[src/hdl/rdma_cfg_pkg.sv]
`default_nettype none

package rdma_cfg_pkg;

    // queue pair population
    localparam int MAX_QP      = 8;
    localparam int QP_PTR_W    = 3;

    // send queue geometry
    localparam int SQ_DEPTH    = 16;
    localparam int SQ_PTR_W    = 4;
    localparam int WQE_W       = 128;
    localparam int WQE_BYTES   = WQE_W / 8;
    localparam int SQ_BYTES    = SQ_DEPTH * WQE_BYTES;

    // host read port
    localparam int AXI_ADDR_W  = 32;

    // on-chip wqe buffering
    localparam int CACHE_DEPTH = 4;

    typedef logic [QP_PTR_W-1:0]   qp_id_t;
    typedef logic [MAX_QP-1:0]     qp_mask_t;
    typedef logic [SQ_PTR_W-1:0]   sq_idx_t;
    typedef logic [AXI_ADDR_W-1:0] axi_addr_t;

    // raw beat as it comes off the read channel
    typedef logic [WQE_W-1:0]      wqe_data_t;

endpackage

`default_nettype wire
[src/hdl/ib_hdr_pkg.sv]
`default_nettype none

package ib_hdr_pkg;

    typedef logic [23:0] psn_t;
    typedef logic [23:0] msn_t;
    typedef logic [23:0] ib_qpn_t;
    typedef logic [15:0] pkey_t;
    typedef logic [47:0] mac_t;
    typedef logic [15:0] udp_port_t;
    typedef logic [63:0] wr_id_t;
    typedef logic [7:0]  ib_opcode_t;

    // bth opcodes, rc only
    localparam ib_opcode_t OP_SEND_ONLY  = 8'h04;
    localparam ib_opcode_t OP_WRITE_ONLY = 8'h0A;

    // kind 0 is send, 1 is rdma write
    typedef struct packed {
        wr_id_t      wr_id;
        logic [31:0] length;
        logic [7:0]  kind;
        logic [23:0] rsvd;
    } wqe_t;

    typedef struct packed {
        rdma_cfg_pkg::qp_id_t qp;
        wqe_t                 wqe;
    } cache_entry_t;

    typedef struct packed {
        pkey_t   pkey;
        ib_qpn_t dest_qpid;
        psn_t    psn;
        msn_t    msn;
        mac_t    dest_mac;
    } qpc_ctx_t;

    // per-function constants, static after init
    typedef struct packed {
        mac_t      src_mac;
        udp_port_t src_port;
    } rnic_ctx_t;

    typedef struct packed {
        mac_t        dest_mac;
        mac_t        src_mac;
        udp_port_t   src_port;
        pkey_t       pkey;
        ib_qpn_t     dest_qpid;
        psn_t        psn;
        ib_opcode_t  opcode;
        logic [31:0] length;
        wr_id_t      wr_id;
    } pkt_desc_t;

endpackage

`default_nettype wire

[src/hdl/tx_engine.sv]
`default_nettype none
`timescale 1ns/1ps

module tx_engine (
    input  wire                           i_clk,
    input  wire                           i_arst_n,
    input  wire rdma_cfg_pkg::qp_mask_t   i_active,
    input  wire rdma_cfg_pkg::axi_addr_t  i_sq_base,
    input  wire ib_hdr_pkg::rnic_ctx_t    i_rnic,
    // axi read channel
    output rdma_cfg_pkg::axi_addr_t       o_axi_araddr,
    output logic                          o_axi_arvalid,
    input  wire                           i_axi_arready,
    input  wire rdma_cfg_pkg::wqe_data_t  i_axi_rdata,
    input  wire                           i_axi_rvalid,
    output logic                          o_axi_rready,
    // qp context lookup and update
    output logic                          o_qpc_lookup_valid,
    input  wire                           i_qpc_lookup_ready,
    output rdma_cfg_pkg::qp_id_t          o_qpc_lookup_qp,
    input  wire                           i_qpc_valid,
    input  wire ib_hdr_pkg::qpc_ctx_t     i_qpc,
    output logic                          o_qpc_update_valid,
    output rdma_cfg_pkg::qp_id_t          o_qpc_update_qp,
    output ib_hdr_pkg::psn_t              o_qpc_psn,
    output ib_hdr_pkg::msn_t              o_qpc_msn,
    // packet descriptor
    output logic                          o_pkt_desc_valid,
    input  wire                           i_pkt_desc_ready,
    output ib_hdr_pkg::pkt_desc_t         o_pkt_desc,
    output rdma_cfg_pkg::qp_id_t          o_qpn
);

    import rdma_cfg_pkg::*;
    import ib_hdr_pkg::*;

    logic         sched_val;
    qp_id_t       sched_qp;
    logic         fetch_ready;
    logic         cache_wr;
    cache_entry_t cache_wr_entry;
    logic         cache_alfull;
    logic         cache_empty;
    logic         cache_rd;
    cache_entry_t cache_head;

    wqe_sched u_wqe_sched (
        .i_clk          ( i_clk          ),
        .i_arst_n       ( i_arst_n       ),
        .i_active       ( i_active       ),
        .i_fetch_ready  ( fetch_ready    ),
        .i_cache_alfull ( cache_alfull   ),
        .o_sched_val    ( sched_val      ),
        .o_sched_qp     ( sched_qp       )
    );

    wqe_fetch u_wqe_fetch (
        .i_clk          ( i_clk          ),
        .i_arst_n       ( i_arst_n       ),
        .i_sched_val    ( sched_val      ),
        .i_sched_qp     ( sched_qp       ),
        .i_sq_base      ( i_sq_base      ),
        .o_fetch_ready  ( fetch_ready    ),
        .o_axi_araddr   ( o_axi_araddr   ),
        .o_axi_arvalid  ( o_axi_arvalid  ),
        .i_axi_arready  ( i_axi_arready  ),
        .i_axi_rdata    ( i_axi_rdata    ),
        .i_axi_rvalid   ( i_axi_rvalid   ),
        .o_axi_rready   ( o_axi_rready   ),
        .o_cache_wr     ( cache_wr       ),
        .o_cache_entry  ( cache_wr_entry )
    );

    wqe_cache u_wqe_cache (
        .i_clk          ( i_clk          ),
        .i_arst_n       ( i_arst_n       ),
        .i_wr           ( cache_wr       ),
        .i_entry        ( cache_wr_entry ),
        .o_alfull       ( cache_alfull   ),
        .o_empty        ( cache_empty    ),
        .i_rd           ( cache_rd       ),
        .o_head         ( cache_head     )
    );

    ib_transport u_ib_transport (
        .i_clk              ( i_clk              ),
        .i_arst_n           ( i_arst_n           ),
        .i_cache_empty      ( cache_empty        ),
        .i_head             ( cache_head         ),
        .o_cache_rd         ( cache_rd           ),
        .i_rnic             ( i_rnic             ),
        .o_qpc_lookup_valid ( o_qpc_lookup_valid ),
        .i_qpc_lookup_ready ( i_qpc_lookup_ready ),
        .o_qpc_lookup_qp    ( o_qpc_lookup_qp    ),
        .i_qpc_valid        ( i_qpc_valid        ),
        .i_qpc              ( i_qpc              ),
        .o_qpc_update_valid ( o_qpc_update_valid ),
        .o_qpc_update_qp    ( o_qpc_update_qp    ),
        .o_qpc_psn          ( o_qpc_psn          ),
        .o_qpc_msn          ( o_qpc_msn          ),
        .o_pkt_desc_valid   ( o_pkt_desc_valid   ),
        .i_pkt_desc_ready   ( i_pkt_desc_ready   ),
        .o_pkt_desc         ( o_pkt_desc         ),
        .o_qpn              ( o_qpn              )
    );

endmodule

`default_nettype wire

[src/hdl/ib_transport.sv]
`default_nettype none
`timescale 1ns/1ps

module ib_transport (
    input  wire                           i_clk,
    input  wire                           i_arst_n,
    // wqe cache
    input  wire                           i_cache_empty,
    input  wire ib_hdr_pkg::cache_entry_t i_head,
    output logic                          o_cache_rd,
    input  wire ib_hdr_pkg::rnic_ctx_t    i_rnic,
    // context lookup
    output logic                          o_qpc_lookup_valid,
    input  wire                           i_qpc_lookup_ready,
    output rdma_cfg_pkg::qp_id_t          o_qpc_lookup_qp,
    input  wire                           i_qpc_valid,
    input  wire ib_hdr_pkg::qpc_ctx_t     i_qpc,
    // context update
    output logic                          o_qpc_update_valid,
    output rdma_cfg_pkg::qp_id_t          o_qpc_update_qp,
    output ib_hdr_pkg::psn_t              o_qpc_psn,
    output ib_hdr_pkg::msn_t              o_qpc_msn,
    // packet descriptor
    output logic                          o_pkt_desc_valid,
    input  wire                           i_pkt_desc_ready,
    output ib_hdr_pkg::pkt_desc_t         o_pkt_desc,
    output rdma_cfg_pkg::qp_id_t          o_qpn
);

    import ib_hdr_pkg::*;

    typedef enum logic [1:0] {
        S_IDLE,
        S_LOOKUP,
        S_WAIT_CTX,
        S_DESC
    } state_t;

    state_t       state;
    cache_entry_t entry_q;
    qpc_ctx_t     ctx_q;
    ib_opcode_t   opcode;

    always_ff @(posedge i_clk or negedge i_arst_n) begin
        if (!i_arst_n) begin
            state <= S_IDLE;
        end else begin
            case (state)
                S_IDLE: begin
                    if (!i_cache_empty) begin
                        state <= S_LOOKUP;
                    end
                end
                S_LOOKUP: begin
                    if (i_qpc_lookup_ready) begin
                        state <= S_WAIT_CTX;
                    end
                end
                S_WAIT_CTX: begin
                    if (i_qpc_valid) begin
                        state <= S_DESC;
                    end
                end
                S_DESC: begin
                    if (i_pkt_desc_ready) begin
                        state <= S_IDLE;
                    end
                end
                default: state <= S_IDLE;
            endcase
        end
    end

    always_ff @(posedge i_clk) begin
        if (o_cache_rd) begin
            entry_q <= i_head;
        end
        if ((state == S_WAIT_CTX) && i_qpc_valid) begin
            ctx_q <= i_qpc;
        end
    end

    // pop as we leave idle, entry is latched on the same edge
    assign o_cache_rd = (state == S_IDLE) && !i_cache_empty;

    assign o_qpc_lookup_valid = (state == S_LOOKUP);
    assign o_qpc_lookup_qp    = entry_q.qp;

    always_comb begin
        case (entry_q.wqe.kind)
            8'h01:   opcode = OP_WRITE_ONLY;
            default: opcode = OP_SEND_ONLY;
        endcase
    end

    always_comb begin
        o_pkt_desc.dest_mac  = ctx_q.dest_mac;
        o_pkt_desc.src_mac   = i_rnic.src_mac;
        o_pkt_desc.src_port  = i_rnic.src_port;
        o_pkt_desc.pkey      = ctx_q.pkey;
        o_pkt_desc.dest_qpid = ctx_q.dest_qpid;
        o_pkt_desc.psn       = ctx_q.psn;
        o_pkt_desc.opcode    = opcode;
        o_pkt_desc.length    = entry_q.wqe.length;
        o_pkt_desc.wr_id     = entry_q.wqe.wr_id;
    end

    assign o_pkt_desc_valid = (state == S_DESC);
    assign o_qpn            = entry_q.qp;

    // one packet per wqe, so psn and msn both step by one
    assign o_qpc_update_valid = o_pkt_desc_valid && i_pkt_desc_ready;
    assign o_qpc_update_qp    = entry_q.qp;
    assign o_qpc_psn          = psn_t'(ctx_q.psn + 1'b1);
    assign o_qpc_msn          = msn_t'(ctx_q.msn + 1'b1);

endmodule

`default_nettype wire

[src/hdl/wqe_cache.sv]
`default_nettype none
`timescale 1ns/1ps

module wqe_cache (
    input  wire                           i_clk,
    input  wire                           i_arst_n,
    input  wire                           i_wr,
    input  wire ib_hdr_pkg::cache_entry_t i_entry,
    output logic                          o_alfull,
    output logic                          o_empty,
    input  wire                           i_rd,
    output ib_hdr_pkg::cache_entry_t      o_head
);

    import rdma_cfg_pkg::*;
    import ib_hdr_pkg::*;

    typedef logic [$clog2(CACHE_DEPTH)-1:0]   ptr_t;
    typedef logic [$clog2(CACHE_DEPTH+1)-1:0] cnt_t;

    cache_entry_t mem [CACHE_DEPTH];
    ptr_t         wr_ptr;
    ptr_t         rd_ptr;
    cnt_t         count;
    logic         do_wr;
    logic         do_rd;

    assign do_wr = i_wr && (count != cnt_t'(CACHE_DEPTH));
    assign do_rd = i_rd && !o_empty;

    always_ff @(posedge i_clk or negedge i_arst_n) begin
        if (!i_arst_n) begin
            wr_ptr <= '0;
            rd_ptr <= '0;
            count  <= '0;
        end else begin
            if (do_wr) begin
                wr_ptr <= wr_ptr + 1'b1;
            end
            if (do_rd) begin
                rd_ptr <= rd_ptr + 1'b1;
            end
            case ({do_wr, do_rd})
                2'b10:   count <= count + 1'b1;
                2'b01:   count <= count - 1'b1;
                default: count <= count;
            endcase
        end
    end

    always_ff @(posedge i_clk) begin
        if (do_wr) begin
            mem[wr_ptr] <= i_entry;
        end
    end

    // one slot kept back for the read still in flight
    assign o_alfull = (count >= cnt_t'(CACHE_DEPTH - 1));
    assign o_empty  = (count == '0);
    assign o_head   = mem[rd_ptr];

endmodule

`default_nettype wire

[src/hdl/wqe_fetch.sv]
`default_nettype none
`timescale 1ns/1ps

module wqe_fetch (
    input  wire                          i_clk,
    input  wire                          i_arst_n,
    input  wire                          i_sched_val,
    input  wire rdma_cfg_pkg::qp_id_t    i_sched_qp,
    input  wire rdma_cfg_pkg::axi_addr_t i_sq_base,
    output logic                         o_fetch_ready,
    // axi read address
    output rdma_cfg_pkg::axi_addr_t      o_axi_araddr,
    output logic                         o_axi_arvalid,
    input  wire                          i_axi_arready,
    // axi read data, single beat
    input  wire rdma_cfg_pkg::wqe_data_t i_axi_rdata,
    input  wire                          i_axi_rvalid,
    output logic                         o_axi_rready,
    // to wqe cache
    output logic                         o_cache_wr,
    output ib_hdr_pkg::cache_entry_t     o_cache_entry
);

    import rdma_cfg_pkg::*;

    typedef enum logic [1:0] {
        S_IDLE,
        S_ADDR,
        S_DATA
    } state_t;

    state_t  state;
    qp_id_t  cur_qp;
    sq_idx_t sq_idx [MAX_QP];
    logic    r_beat;

    assign r_beat = (state == S_DATA) && i_axi_rvalid;

    always_ff @(posedge i_clk or negedge i_arst_n) begin
        if (!i_arst_n) begin
            state <= S_IDLE;
            for (int q = 0; q < MAX_QP; q++) begin
                sq_idx[q] <= '0;
            end
        end else begin
            case (state)
                S_IDLE: begin
                    if (i_sched_val) begin
                        state <= S_ADDR;
                    end
                end
                S_ADDR: begin
                    if (i_axi_arready) begin
                        state <= S_DATA;
                    end
                end
                S_DATA: begin
                    if (i_axi_rvalid) begin
                        state <= S_IDLE;
                        if (sq_idx[cur_qp] == sq_idx_t'(SQ_DEPTH - 1)) begin
                            sq_idx[cur_qp] <= '0;
                        end else begin
                            sq_idx[cur_qp] <= sq_idx[cur_qp] + 1'b1;
                        end
                    end
                end
                default: state <= S_IDLE;
            endcase
        end
    end

    // address is fixed at grant time and held through the handshake
    always_ff @(posedge i_clk) begin
        if ((state == S_IDLE) && i_sched_val) begin
            cur_qp       <= i_sched_qp;
            o_axi_araddr <= i_sq_base
                          + axi_addr_t'(i_sched_qp) * SQ_BYTES
                          + axi_addr_t'(sq_idx[i_sched_qp]) * WQE_BYTES;
        end
    end

    // low on the grant cycle itself so no second grant slips in
    assign o_fetch_ready = (state == S_IDLE) && !i_sched_val;

    assign o_axi_arvalid = (state == S_ADDR);
    assign o_axi_rready  = (state == S_DATA);

    assign o_cache_wr        = r_beat;
    assign o_cache_entry.qp  = cur_qp;
    assign o_cache_entry.wqe = i_axi_rdata;

endmodule

`default_nettype wire

[src/hdl/wqe_sched.sv]
`default_nettype none
`timescale 1ns/1ps

module wqe_sched (
    input  wire                       i_clk,
    input  wire                       i_arst_n,
    input  wire rdma_cfg_pkg::qp_mask_t i_active,
    input  wire                       i_fetch_ready,
    input  wire                       i_cache_alfull,
    output logic                      o_sched_val,
    output rdma_cfg_pkg::qp_id_t      o_sched_qp
);

    import rdma_cfg_pkg::*;

    qp_id_t last_qp;
    qp_id_t next_qp;
    qp_id_t cand;
    logic   go;

    // rotating priority, nearest active qp after the last grant wins
    always_comb begin
        next_qp = last_qp;
        cand    = last_qp;
        for (int i = MAX_QP; i >= 1; i--) begin
            cand = qp_id_t'(last_qp + i);
            if (i_active[cand]) begin
                next_qp = cand;
            end
        end
    end

    assign go = i_fetch_ready && !i_cache_alfull && (|i_active);

    always_ff @(posedge i_clk or negedge i_arst_n) begin
        if (!i_arst_n) begin
            o_sched_val <= 1'b0;
            // so the first search starts at qp0
            last_qp     <= qp_id_t'(MAX_QP - 1);
        end else begin
            o_sched_val <= go;
            if (go) begin
                last_qp <= next_qp;
            end
        end
    end

    // last grant doubles as the pulse payload
    assign o_sched_qp = last_qp;

endmodule

`default_nettype wire

[config.mk]
export PLATFORM = sky130hd
export DESIGN_NAME = tx_engine
export DESIGN_NICKNAME = d
export VERILOG_FILES = /design/src/hdl/rdma_cfg_pkg.sv /design/src/hdl/ib_hdr_pkg.sv /design/src/hdl/tx_engine.sv /design/src/hdl/ib_transport.sv /design/src/hdl/wqe_cache.sv /design/src/hdl/wqe_fetch.sv /design/src/hdl/wqe_sched.sv
export SDC_FILE = /design/constraint.sdc
export NUM_CORES = 1
export LEC_CHECK = 0
export BUFFER_PORTS_ARGS = -buffer_cell sky130_fd_sc_hd__buf_4
export CAP_MARGIN = 10
export CORE_AREA = 2 2 289 291
export CTS_BUF_LIST = sky130_fd_sc_hd__clkbuf_16
export DETAILED_ROUTE_END_ITERATION = 6
export DIE_AREA = 0 0 291 293
export PLACE_DENSITY = 0.66
export SETUP_SLACK_MARGIN = 0.05
export SYNTH_ARGS = -nofsm -noshare
export SYNTH_HDL_FRONTEND = slang
export SYNTH_HIERARCHICAL = 1
export SYNTH_SLANG_ARGS = --single-unit
[constraint.sdc]
create_clock -name i_clk -period 10.2 [get_ports i_clk]
set_input_delay 2.04 -clock i_clk [delete_from_list [all_inputs] [get_ports i_clk]]
set_output_delay 2.04 -clock i_clk [all_outputs]
set_load 0.02 [all_outputs]
==> reports/metrics.yaml, run 1 <==
critical_path:
  required_ns: 8.16
  cp_common_cell: "nand3_1"
  critPathKind: "flip-flop to output port"
  path_cells: "ha_1 > nand3_1 > nor2_1 > nand3_1 > xnor2_1 > buf_4"
  reg2reg_depth: 10
  start_kind: "flip-flop"
  crit_fanout: 6
  slowest_delay_ns: 0.45
  crit_slowest_cell: "edfxtp_1"
  crit_arrival_ns: 2.60
  end_kind: "output port"
synthesis:
  netlist_instances: 1779
  syn_area_sq_um: 31800
  synth_warnings: 6
  syn_avg_cell_area_sq_um: 17.9
power:
  power_density_nw_per_um2: 271
  vdd_ir_drop_max_mv: 0.178
  p_leak_nw: 13.6
  power_mw: 10.1
clock_tree:
  clk_pin_slew_worst_paths_ns: 0.06
  cts_sinks: 753
  clkLatencyLatePin_ns: 0.64
  cts_resized: 0
  post_cts.repair.setup_buffers: 0
  cts_max_level: 3
  cts_buffer_depth: 3
  cts_made_buffers: 82
  root_buffer: "clkbuf_16"
  postCtsHoldBufs: 0
  cts_tree: "done"
grt:
  grt_usage_pct: 16.6
  grt.overflow.total: 0
  grt_pass1_wl_um: 107000
  grt_max_degree: 73
  grt_pass1_vias: 16710
  antenna_found_initial: 9
sta:
  period_needed_ns: 4.64
  whs_ns: 0.517
  worst_pin_slew_ns: 1.07
  fin_skew_ns: 0.0432
  hold_violations: 0
  rsz0062_at_grt: "no"
  maxSlewViolCount: 0
  setup_violations: 0
  finalCritPeriodShare_pct: 45.5
  max_freq_mhz: 215
  relSlewSlack_pct: 28.8
  tns_ns: 0
detailed_routing:
  drt-vias-per-instance: 4.93
  drtIter0Drc: 995
  wl_um: 72100
  vias: 15674
  wl_per_cell_um: 22.7
  remaining_drc_errors: 0
  drtPass1Iterations: 5
  ant_nets: 0
floorplanning:
  fp.dieH_um: 293
  die_area_sq_um: 85300
  placementRows: 105
  core_area_sq_um: 81800
  io_pins: 749
  start_util_pct: 38.9
  die_width_um: 291
cells_and_area:
  utilization_pct: 45.6
  syn2layout_area_growth_pct: 17.2
  drive_gt1_share_pct: 43.3
  final_area_sq_um: 37300
  nNetsFinal: 2435
placed_design:
  port_buffers: 591
  place.gp.congestion: 0.899
  hpwlAfterDp_um: 48600
  placed_area_sq_um: 34600
worst_hold_path:
  holdPathStages: 2
  hp-class: "flip-flop to flip-flop"
outcome:
  outcome: "completed"
run:
  max_cap_viol_count: 0
-- layout by cell type (no fill, tap or decap), types with 12 or more instances in the layout --
cell type    n
mux2_2      27
nand2_1     41
xnor2_1     47
clkbuf_16   83
mux4_2     125
nand4_1     12
dfrtp_1     42
xor2_1      34
nor2_1      39
edfxtp_1   706
clkinv_1    19
inv_1       47
ha_1        21
buf_4      604
mux2i_1     13
a21oi_1     22
o21ai_0     15
nand3_1     35
-- metal layers --
layer  global-route usage [%]  share of wire [%]
met5                        0              0.080
met4                     4.75                2.2
met3                     6.63                 10
met2                     26.9                 48
met1                     20.5                 39
-- per-stage QoR --
step,setup WS (ns),instances
after global routing,5.34,3176
after detailed placement,5.19,3023
after CTS,5.49,3176
final,5.56,3178
after floorplan,2.19,1783
after global placement,5.20,3023
-- registers in the layout (all words and copies together) (netlist names) --
signal	flops
u_ib_transport/ctx_q	24
u_ib_transport/entry_q	8
u_ib_transport/o_pkt_desc	208
u_ib_transport/o_qpc_lookup_qp	3
u_ib_transport/state	2
u_wqe_cache/count	3
u_wqe_cache/mem	428
u_wqe_cache/rd_ptr	2
u_wqe_cache/wr_ptr	2
u_wqe_fetch/cur_qp	3
u_wqe_fetch/o_axi_araddr	32
u_wqe_fetch/sq_idx	32
u_wqe_fetch/state	2
u_wqe_sched/o_sched_qp	3
u_wqe_sched/o_sched_val	1
-- final cells by class --
type / count / area (sq um)
clock buffers: 83 / 2080
repair buffers: 604 / 4530
well taps: 1070 / 1340
fillers: 6948 / 44500
clock inverters: 70 / 686
diodes: 2 / 5.00
inverters: 30 / 113
multi-input cells: 566 / 6180
flip-flops and latches: 753 / 22400
-- critical path: cells and delay by family (launching register included) --
kind	cells	cell delay, ns
and+or+nand+nor	3	0.72
DFF	1	0.45
xor gates and xnor gates	1	0.35
adders and majority gates	1	0.22
buffers and inverters	1	0.22
-- worst paths after layout --
path / from / endpoint / slack, ns
setup / recovery: u_ib_transport/o_pkt_desc[104] / o_qpc_psn[22] / 5.56
hold / removal: u_wqe_fetch/sq_idx[1] / u_wqe_fetch/sq_idx[1] / 0.52
setup reg to reg: u_wqe_sched/o_sched_qp[0] / u_wqe_fetch/o_axi_araddr[14] / 6.16
hold reg to reg: u_wqe_fetch/sq_idx[1] / u_wqe_fetch/sq_idx[1] / 0.52
max in group asynchronous: i_arst_n / u_wqe_cache/rd_ptr[0] / 8.27
min in group asynchronous: i_arst_n / u_wqe_fetch/state[0] / 1.44
-- power by group --
part	switching, mW	internal (mW)
clock	1.22	1.77
sequential	0.367	4.05
combinational	1.50	1.22
No activity file was read; power rests on OpenSTA's default activity.
==> inputs of run 2 (changes only) <==
--- a/config.mk
+++ b/config.mk
@@ -5,13 +5,14 @@
 export SDC_FILE = /design/constraint.sdc
 export NUM_CORES = 1
 export LEC_CHECK = 0
+export ABC_AREA = 1
 export BUFFER_PORTS_ARGS = -buffer_cell sky130_fd_sc_hd__buf_4
 export CAP_MARGIN = 10
-export CORE_AREA = 2 2 289 291
+export CORE_AREA = 2 2 291 293
 export CTS_BUF_LIST = sky130_fd_sc_hd__clkbuf_16
 export DETAILED_ROUTE_END_ITERATION = 6
-export DIE_AREA = 0 0 291 293
-export PLACE_DENSITY = 0.66
+export DIE_AREA = 0 0 293 295
+export PLACE_DENSITY = 0.68
 export SETUP_SLACK_MARGIN = 0.05
 export SYNTH_ARGS = -nofsm -noshare
 export SYNTH_HDL_FRONTEND = slang
==> constraint.sdc (replaced) <==
create_clock -name i_clk -period 4.39 [get_ports i_clk]
set_input_delay 0.878 -clock i_clk [delete_from_list [all_inputs] [get_ports i_clk]]
set_output_delay 0.878 -clock i_clk [all_outputs]
set_load 0.02 [all_outputs]
==> run 2 against run 1 <==
The run now ends with DRC left. Register-to-register slack got worse by 4.9 ns. Sequential share of layout area fell by 3.9 points. Non-clock buffer count rose by 14. Via count rose by 32%. Final area rose by 6.9%. Area after synthesis rose by 7.7%. First-iteration DRC count rose by 52%. Largest power group unchanged. Highest routed layer unchanged.
==> reports/metrics.yaml, run 2 <==
clock_tree:
  cts_sinks: 753  # unchanged
  cts_max_level: 3  # unchanged
  postCtsHoldBufs: 0  # unchanged
  root_buffer: "clkbuf_16"
  clkLatencyLatePin_ns: 0.64  # about the same
  post_cts.repair.setup_buffers: 0  # unchanged
  cts_made_buffers: 83  # +1.2%
  cts_buffer_depth: 3  # unchanged
  cts_tree: "done"
  clk_pin_slew_worst_paths_ns: 0.06  # about the same
  cts_resized: 0  # unchanged
grt:
  grt_pass1_vias: 19424  # +16%
  antenna_found_initial: 14  # +5
  grt_pass1_wl_um: 129000  # +22%
  grt_usage_pct: 20.7  # +4.1 points
  grt_max_degree: 122  # +67%
  grt.overflow.total: 0  # unchanged
floorplanning:
  die_width_um: 293  # +0.69%
  fp.dieH_um: 295  # +0.68%
  start_util_pct: 41.2  # +2.3 points
  io_pins: 749  # unchanged
  die_area_sq_um: 86400  # +1.4%
  placementRows: 106  # +0.95%
  core_area_sq_um: 83200  # +1.6%
power:
  p_int_mw: 16.7  # +140%
  p_sw_mw: 9.26  # +200%
  power_density_nw_per_um2: 651  # +140%
  vdd_ir_drop_max_mv: 0.490  # +170%
  pwr-share-comb_pct: 31.8  # +5.0 points
  power_frac_seq_pct: 39.9  # -3.7 points
  power_frac_clock_pct: 28.2  # -1.4 points
  p_leak_nw: 16.4  # +20%
  swShare_pct: 35.6  # +5.1 points
critical_path:
  required_ns: 3.51  # -4.65 ns
  crit_family: "simple AND/OR/NAND/NOR gates"
  end_kind: "output port"
  crit_fanout: 5  # -1
  crit_slowest_cell: "edfxtp_1"
  r2r-end: "u_wqe_fetch/o_axi_araddr[30]"
  path_buf_inv: 1  # unchanged
  critPathKind: "flip-flop to output port"
  path_cells: "nand2_1 > nor2_1 > nand2_1 > nor2_4 > nand2_1 > nand2_1 > nand2_1 > buf_4"
  slowest_delay_ns: 0.74  # +0.29 ns
  cp_common_cell: "nand2_1"
  r2r_slack_ns: 1.28  # -4.88 ns
  reg2reg_depth: 14  # +4
  worstReg2RegStart: "u_wqe_sched/o_sched_qp[1]"
  crit_arrival_ns: 2.55  # -0.05 ns
  start_kind: "flip-flop"
cells_and_area:
  syn2layout_area_growth_pct: 16.4
  top_register: "u_wqe_cache/mem"
  largest_reg_flops: 428  # unchanged
  nNetsFinal: 3489  # +43%
  mostFrequentLayoutCells: "edfxtp_1, nand2_1, buf_4, inv_1, o211ai_1"
  fillers: 7321  # +5.4%
  utilization_pct: 48.0  # +2.4 points
  final_common_cell: "edfxtp_1"
  drive_gt1_share_pct: 28.3  # -15 points
  final_area_sq_um: 39900  # +6.9%
placed_design:
  port_buffers: 591  # unchanged
  place.gp.congestion: 0.955  # +6.2%
  placed_area_sq_um: 36900  # +6.9%
  hpwlAfterDp_um: 65100  # +34%
sta:
  max_freq_mhz: 292
  finalCritPeriodShare_pct: 78.0
  worst_pin_slew_ns: 1.02  # -0.0462 ns
  fin_skew_ns: 0.0636  # +0.0204 ns
  hold_violations: 0  # unchanged
  relSlewSlack_pct: 31.7  # +2.9 points
  rsz0062_at_grt: "no"
  maxSlewViolCount: 0  # unchanged
  whs_ns: 0.271  # -0.246 ns
  setup_violations: 0  # unchanged
  period_needed_ns: 3.42
worst_hold_path:
  hp-class: "primary input to asynchronous set/reset pin"
detailed_routing:
  ant_nets: 0  # unchanged
  drtIter0Drc: 1513  # +52%
  wl_per_cell_um: 21.7  # -4.3%
  wl_um: 92100  # +28%
  drt-vias-per-instance: 4.87  # -1.3%
  vias: 20648  # +32%
  drtPass1Iterations: 7  # +2
  remaining_drc_errors: 2  # +2
synthesis:
  synth_warnings: 6  # unchanged
  syn_avg_cell_area_sq_um: 12.0  # -33%
  syn_area_sq_um: 34300  # +7.7%
  netlist_instances: 2868  # +61%
outcome:
  outcome: "finished with violations"
  failed_checks: "DRC"
run:
  max_cap_viol_count: 0  # unchanged
[run 2: how the worst max path moves through the flow]
| stage | endpoint | slack (ns) | depth (start not counted) | from |
|---|---|---|---|---|
| 2_1_floorplan | u_wqe_cache/mem[0][100] | -0.34 | 5 | i_axi_rvalid |
| 3_3_place_gp | u_wqe_cache/mem[1][47] | 1.21 | 7 | i_axi_rvalid |
| 3_5_place_dp | u_wqe_cache/mem[1][43] | 1.19 | 7 | i_axi_rvalid |
| 4_1_cts | o_qpc_psn[16] | 1.06 | 7 | u_ib_transport/o_pkt_desc[105] |
| 5_1_grt | o_qpc_psn[23] | 0.83 | 8 | u_ib_transport/o_pkt_desc[112] |
| 6_report | o_qpc_psn[23] | 0.97 | 8 | u_ib_transport/o_pkt_desc[112] |
[run 2: layout make-up]
type                       instances  area, sq um  share of cell area [%]
antenna                            5         12.5                  0.0314
inverter                         330         1250                    3.14
clock inverter                    68          825                    2.07
clock buffer                      84         2100                    5.27
tap                             1080         1350                    3.39
multi-input combinational       1305         7180                    18.0
timing repair buffer             618         4780                    12.0
sequential                       753        22400                    56.1
[run 2: power by group through the flow]
stage               Clock [mW]  Combinational (mW)  Sequential (mW)
floorplan                    0                6.54             10.2
global placement             0                8.26             10.4
detailed placement           0                8.36             10.5
CTS                       7.51                8.38             10.3
global route              7.80                9.09             10.4
finish                    7.34                8.27             10.4
[run 2: stage by stage]
step | instances | TNS [ns] | power [mW] | setup slack [ns]
4_1_cts | 4238 | 0 | 26.2 | 1.06
5_1_grt | 4239 | 0 | 27.3 | 0.829
2_1_floorplan | 2872 | -145.97 | 16.7 | -0.341
6_report | 4243 | 0 | 26.0 | 0.967
3_5_place_dp | 4086 | 0 | 18.8 | 1.19
3_3_place_gp | 4086 | 0 | 18.7 | 1.21
[run 2: layer usage]
layer,GRT usage [%],routed length (um),share of wire [%],up-vias
li1,-,-,-,9757
met1,24.8,35000,38,9923
met2,32.3,42000,46,757
met3,10.2,11900,13,191
met4,7.34,3100,3.4,20
met5,0,135,0.15,-
